<file path="src/mrd_pkg.sv">
package mrd_pkg;

	// ------------------------------------------------------------------
	// memory geometry
	// ------------------------------------------------------------------

	// modulo-7 interleave, fixed by the address mapping
	localparam int n_banks = 7;
	localparam int w_addr = 12;
	// row inside one bank
	localparam int w_row = 9;
	// radix 2..5, so at most five lanes
	localparam int max_radix = 5;
	localparam int w_sample = 18;
	// lane index that selects no bank
	localparam logic [2:0] bank_none = 3'd7;

	// ------------------------------------------------------------------
	// data types
	// ------------------------------------------------------------------

	typedef struct packed
	{
		logic signed [w_sample-1:0] re;
		logic signed [w_sample-1:0] im;
	} cplx_t;

	typedef struct packed
	{
		logic [2:0] radix;
		logic [w_addr-1:0] stride;
		logic [w_addr-1:0] base;
		logic [w_addr-1:0] bfly_count;
	} stage_cmd_t;

	// one read request per bank
	typedef struct packed
	{
		logic rden;
		logic [w_row-1:0] row;
	} bank_req_t;

	typedef struct packed
	{
		logic valid;
		logic [2:0] radix;
		cplx_t [max_radix-1:0] lane;
	} bfly_out_t;

	typedef enum logic [1:0]
	{
		rd_idle,
		rd_run,
		rd_drain
	} rd_state_e;

	typedef struct packed
	{
		logic wren;
		logic [w_addr-1:0] addr;
		cplx_t data;
	} wr_req_t;

endpackage

</file>
<file path="src/mrd_bfly_addr_gen.sv">
module mrd_bfly_addr_gen
(
	input  logic clk,
	input  logic rst_n,
	input  logic issue,
	input  mrd_pkg::stage_cmd_t stage,
	input  logic stage_load,
	output logic [mrd_pkg::max_radix-1:0][mrd_pkg::w_addr-1:0] lane_addr,
	output logic [mrd_pkg::max_radix-1:0] lane_valid
);

	logic loaded;
	logic [mrd_pkg::w_addr-1:0] bfly_cnt;

	// stage parameters, held for the whole stage
	logic [mrd_pkg::w_addr-1:0] base_q;
	logic [mrd_pkg::w_addr-1:0] stride_q;
	logic [2:0] radix_q;

	// first sample of the current butterfly
	logic [mrd_pkg::w_addr-1:0] start;

	// consecutive butterflies start at consecutive bases
	assign start = base_q + bfly_cnt;

	// ------------------------------------------------------------------
	// control: stage flag, butterfly counter, lane valids
	// ------------------------------------------------------------------
	always_ff @(posedge clk)
	begin
		if (!rst_n)
		begin
			loaded <= 1'b0;
			bfly_cnt <= '0;
			lane_valid <= '0;
		end
		else
		begin
			if (stage_load)
			begin
				loaded <= 1'b1;
				bfly_cnt <= '0;
			end
			else if (issue)
				bfly_cnt <= bfly_cnt + 1'b1;

			// lanes at or above the radix stay quiet
			for (int k = 0; k < mrd_pkg::max_radix; k++)
				lane_valid[k] <= issue && (3'(k) < radix_q);
		end
	end

	// ------------------------------------------------------------------
	// payload: stage latch and lane addresses
	// ------------------------------------------------------------------
	always_ff @(posedge clk)
	begin
		if (stage_load)
		begin
			base_q <= stage.base;
			stride_q <= stage.stride;
			radix_q <= stage.radix;
		end

		// lane k reads start + k*stride
		if (issue)
		begin
			for (int k = 0; k < mrd_pkg::max_radix; k++)
				lane_addr[k] <= start + mrd_pkg::w_addr'(k) * stride_q;
		end
	end

	// controller only issues inside a loaded stage
	a_issue_loaded: assert property (@(posedge clk) disable iff (!rst_n)
		issue |-> loaded);

endmodule

</file>
<file path="config.mk">
export PLATFORM = sky130hd
export DESIGN_NAME = mrd_bfly_addr_gen
export DESIGN_NICKNAME = d
export VERILOG_FILES = /design/src/mrd_pkg.sv /design/src/mrd_bfly_addr_gen.sv
export SDC_FILE = /design/constraint.sdc
export NUM_CORES = 1
export LEC_CHECK = 0
export ABC_AREA = 1
export BUFFER_PORTS_ARGS = -buffer_cell sky130_fd_sc_hd__buf_2
export CAP_MARGIN = 30
export CORE_MARGIN = 1.5
export CORE_UTILIZATION = 25
export DETAILED_ROUTE_END_ITERATION = 16
export GPL_ROUTABILITY_DRIVEN = 0
export SYNTH_ARGS = -nofsm -noshare
export SYNTH_HDL_FRONTEND = slang
export SYNTH_SLANG_ARGS = --single-unit
export TNS_END_PERCENT = 10
</file>
<file path="constraint.sdc">
create_clock -name clk -period 3.21 [get_ports clk]
set_clock_uncertainty 0.2 [all_clocks]
set_input_delay 0.321 -clock clk [delete_from_list [all_inputs] [get_ports clk]]
set_output_delay 0.321 -clock clk [all_outputs]
set_load 0.01 [all_outputs]
</file>
==> metrics.csv <==
metric;value;unit
status;finished, violations left;
violations;negative setup slack;
boundaryPins;108;
synth_top_area_share;0.4181;
mostFrequentLayoutCell;nand2_1;
drc;0;
dp_slack;-0.2763;ns
synth.avg_cell_area;10.03;um2
ys_seq_area_frac;0.4752;
slew_viol_final;0;
met2_length;7.816;mm
syn_to_final_growth;40.60;%
hpwl;12.05;mm
cp_max_fo;4;
grt_pass1_wl;23.27;mm
instances_no_fill;1140;
cts_tree;yes;
cts_max_level;3;
cts-buffers-inserted;9;
vias;4740;
critPathRequiredTime;3.13;ns
dp_cells;1094;
overflow;0;
path_class;reg -> reg;
final_cell_mix;97 x nand2_1, 95 x buf_2, 94 x buf_4;
max_freq;291.7;MHz
die_h;157.4;um
min_period;3.428;ns
clk_latency;0.35;ns
finalHoldWorstSlack;0.1026;ns
grt_start_max_net_pins;37;
fillers;2387;
first_pass_iters;5;
cts_root_buffer;clkbuf_16;
drt_iter0_drc;161;
die_x;157.4;um
antenna_found_initial;0;
synth_top_area_cell;edfxtp_1;
row_count;56;
syn_nets;704;
wl_per_cell;13.59;um
ys_types;34;
finalCritPeriodShare;1.068;
highest_layer;met4;
maxSlewHeadroom;0.5662;
crit_path_end_kind;flip-flop;
async_reset_ff_frac;0;
leakage;3.718;nW
num_antenna_cells;0;
hold_viol;0;
rsz0062_at_grt;true;
drt-met1-wl;6.807;mm
yosys_warnings;0;
core;23400;um2
synthTopCellsByArea;edfxtp_1 42%, ha_1 11%, nand2_1 6.4%;
numPortBuffers;95;
hp-class;in -> reg;
maxCapViolations;0;
ant_nets;0;
die_area;24780;um2
route.met3.wl;617;um
p_per_area;527.8;nW/um2
worstPathArrival;3.35;ns
drive_gt1_frac;0.3325;
synth-edff-count;83;
worstMarginPinSlew;0.6507;ns
fin_ws;-0.2182;ns
syn-cell-area;5961;um2
fin_util;0.3581;
vdd_drop_max;0.2444;mV
cp-start-kind;flip-flop;
clock_sinks;100;
nets;926;
finalWirelength;15.49;mm
fin_tns_setup;-0.7925;ns
clkTransAtPathRegs;0.07;ns
grt_pass1_vias;4651;
clk_path_buf_depth;2;
setup_viol;8;
synth_top_flop_cell;edfxtp_1;
synth_seq_cells;100;
track_usage;0.1260;
via_per_inst;4.158;
start_util;0.2547;
netlist_instances;594;
metrics by stage:
stage	cell area [um2]	total power, mW
global route	8381	4.693
CTS	8215	4.384
global placement	7536	3.171
floorplan	6016	2.550
finish	8381	4.423
detailed placement	7536	3.197
final timing paths:
check,cells past startpoint,from,end,slack [ns]
worst max-delay path,15,base_q[0],lane_addr[47],-0.22
worst min-delay path,3,rst_n,lane_valid[3],0.10
worst min register to register,1,radix_q[0],lane_valid[2],0.31
worst max register to register,15,base_q[0],lane_addr[47],-0.22
sequential cells by signal, indices dropped and copies added, names as in the netlist:
signal,flops
lane_valid,5
radix_q,3
bfly_cnt,12
lane_addr,56
stride_q,12
base_q,12
critical path, cell delays in order, from the launching register on:
cell	delay (ns)
edfxtp_1	0.38
ha_2	0.20
fa_2	0.39
a21oi_2	0.17
nor2_1	0.07
nor2_2	0.15
xor2_2	0.23
fa_1	0.49
ha_4	0.32
nand2_4	0.06
nor3_4	0.15
nand3_2	0.11
nand3_2	0.11
inv_1	0.04
nand3_1	0.07
nand2_1	0.05
report_power, final:
group	switching [mW]	internal, mW	leakage, nW
Combinational	0.858	0.741	2.62
Sequential	0.0757	1.66	0.951
Clock	0.480	0.609	0.144
per-layer routing:
metal,track usage,up-vias
met2,0.2297,81
met5,0,-
met4,0.03774,0
met1,0.1489,2188
met3,0.02395,16
li1,-,2455
cell usage after synthesis (2+ instances only):
| master | n |
|---|---|
| nand3_2 | 4 |
| o21bai_1 | 4 |
| edfxtp_1 | 83 |
| nand2_2 | 5 |
| xor2_1 | 30 |
| nand3_1 | 46 |
| xnor2_1 | 13 |
| ha_1 | 52 |
| o21ai_0 | 13 |
| nor3_1 | 12 |
| nand2_4 | 2 |
| dfxtp_1 | 17 |
| nand2_1 | 101 |
| a21o_1 | 4 |
| buf_4 | 5 |
| fa_1 | 15 |
| o21a_1 | 3 |
| nand4_1 | 4 |
| a31oi_1 | 5 |
| inv_1 | 74 |
| nor2_1 | 43 |
| nor2_2 | 5 |
| a21oi_1 | 43 |
kinds of logic after synthesis:
family | Yosys count | synth area share
compound gates | 79 | 0.07662
xor+xnor | 44 | 0.06591
fa+ha+maj | 67 | 0.1595
buf+inv | 80 | 0.05353
flops | 100 | 0.4752
simple gates | 224 | 0.1692
repair_timing:
item                       in CTS  in global routing
buffers inserted                0                  3
setup endpoints to repair      22                 25
hold buffers                   27                  0
resized for setup              27                 21
hold endpoints to repair       27                  0
pin swaps                       8                 15
final cells by class:
type	count	area, um2	area share
multi-input cells	414	3122	0.3725
flip-flops and latches	100	2833	0.3380
repair buffers	216	1451	0.1732
well taps	319	399.1	0.04763
inverters	75	281.5	0.03359
clock buffers	11	232.7	0.02777
clock inverters	5	61.31	0.007316
Power figures use the tool's default switching activity.
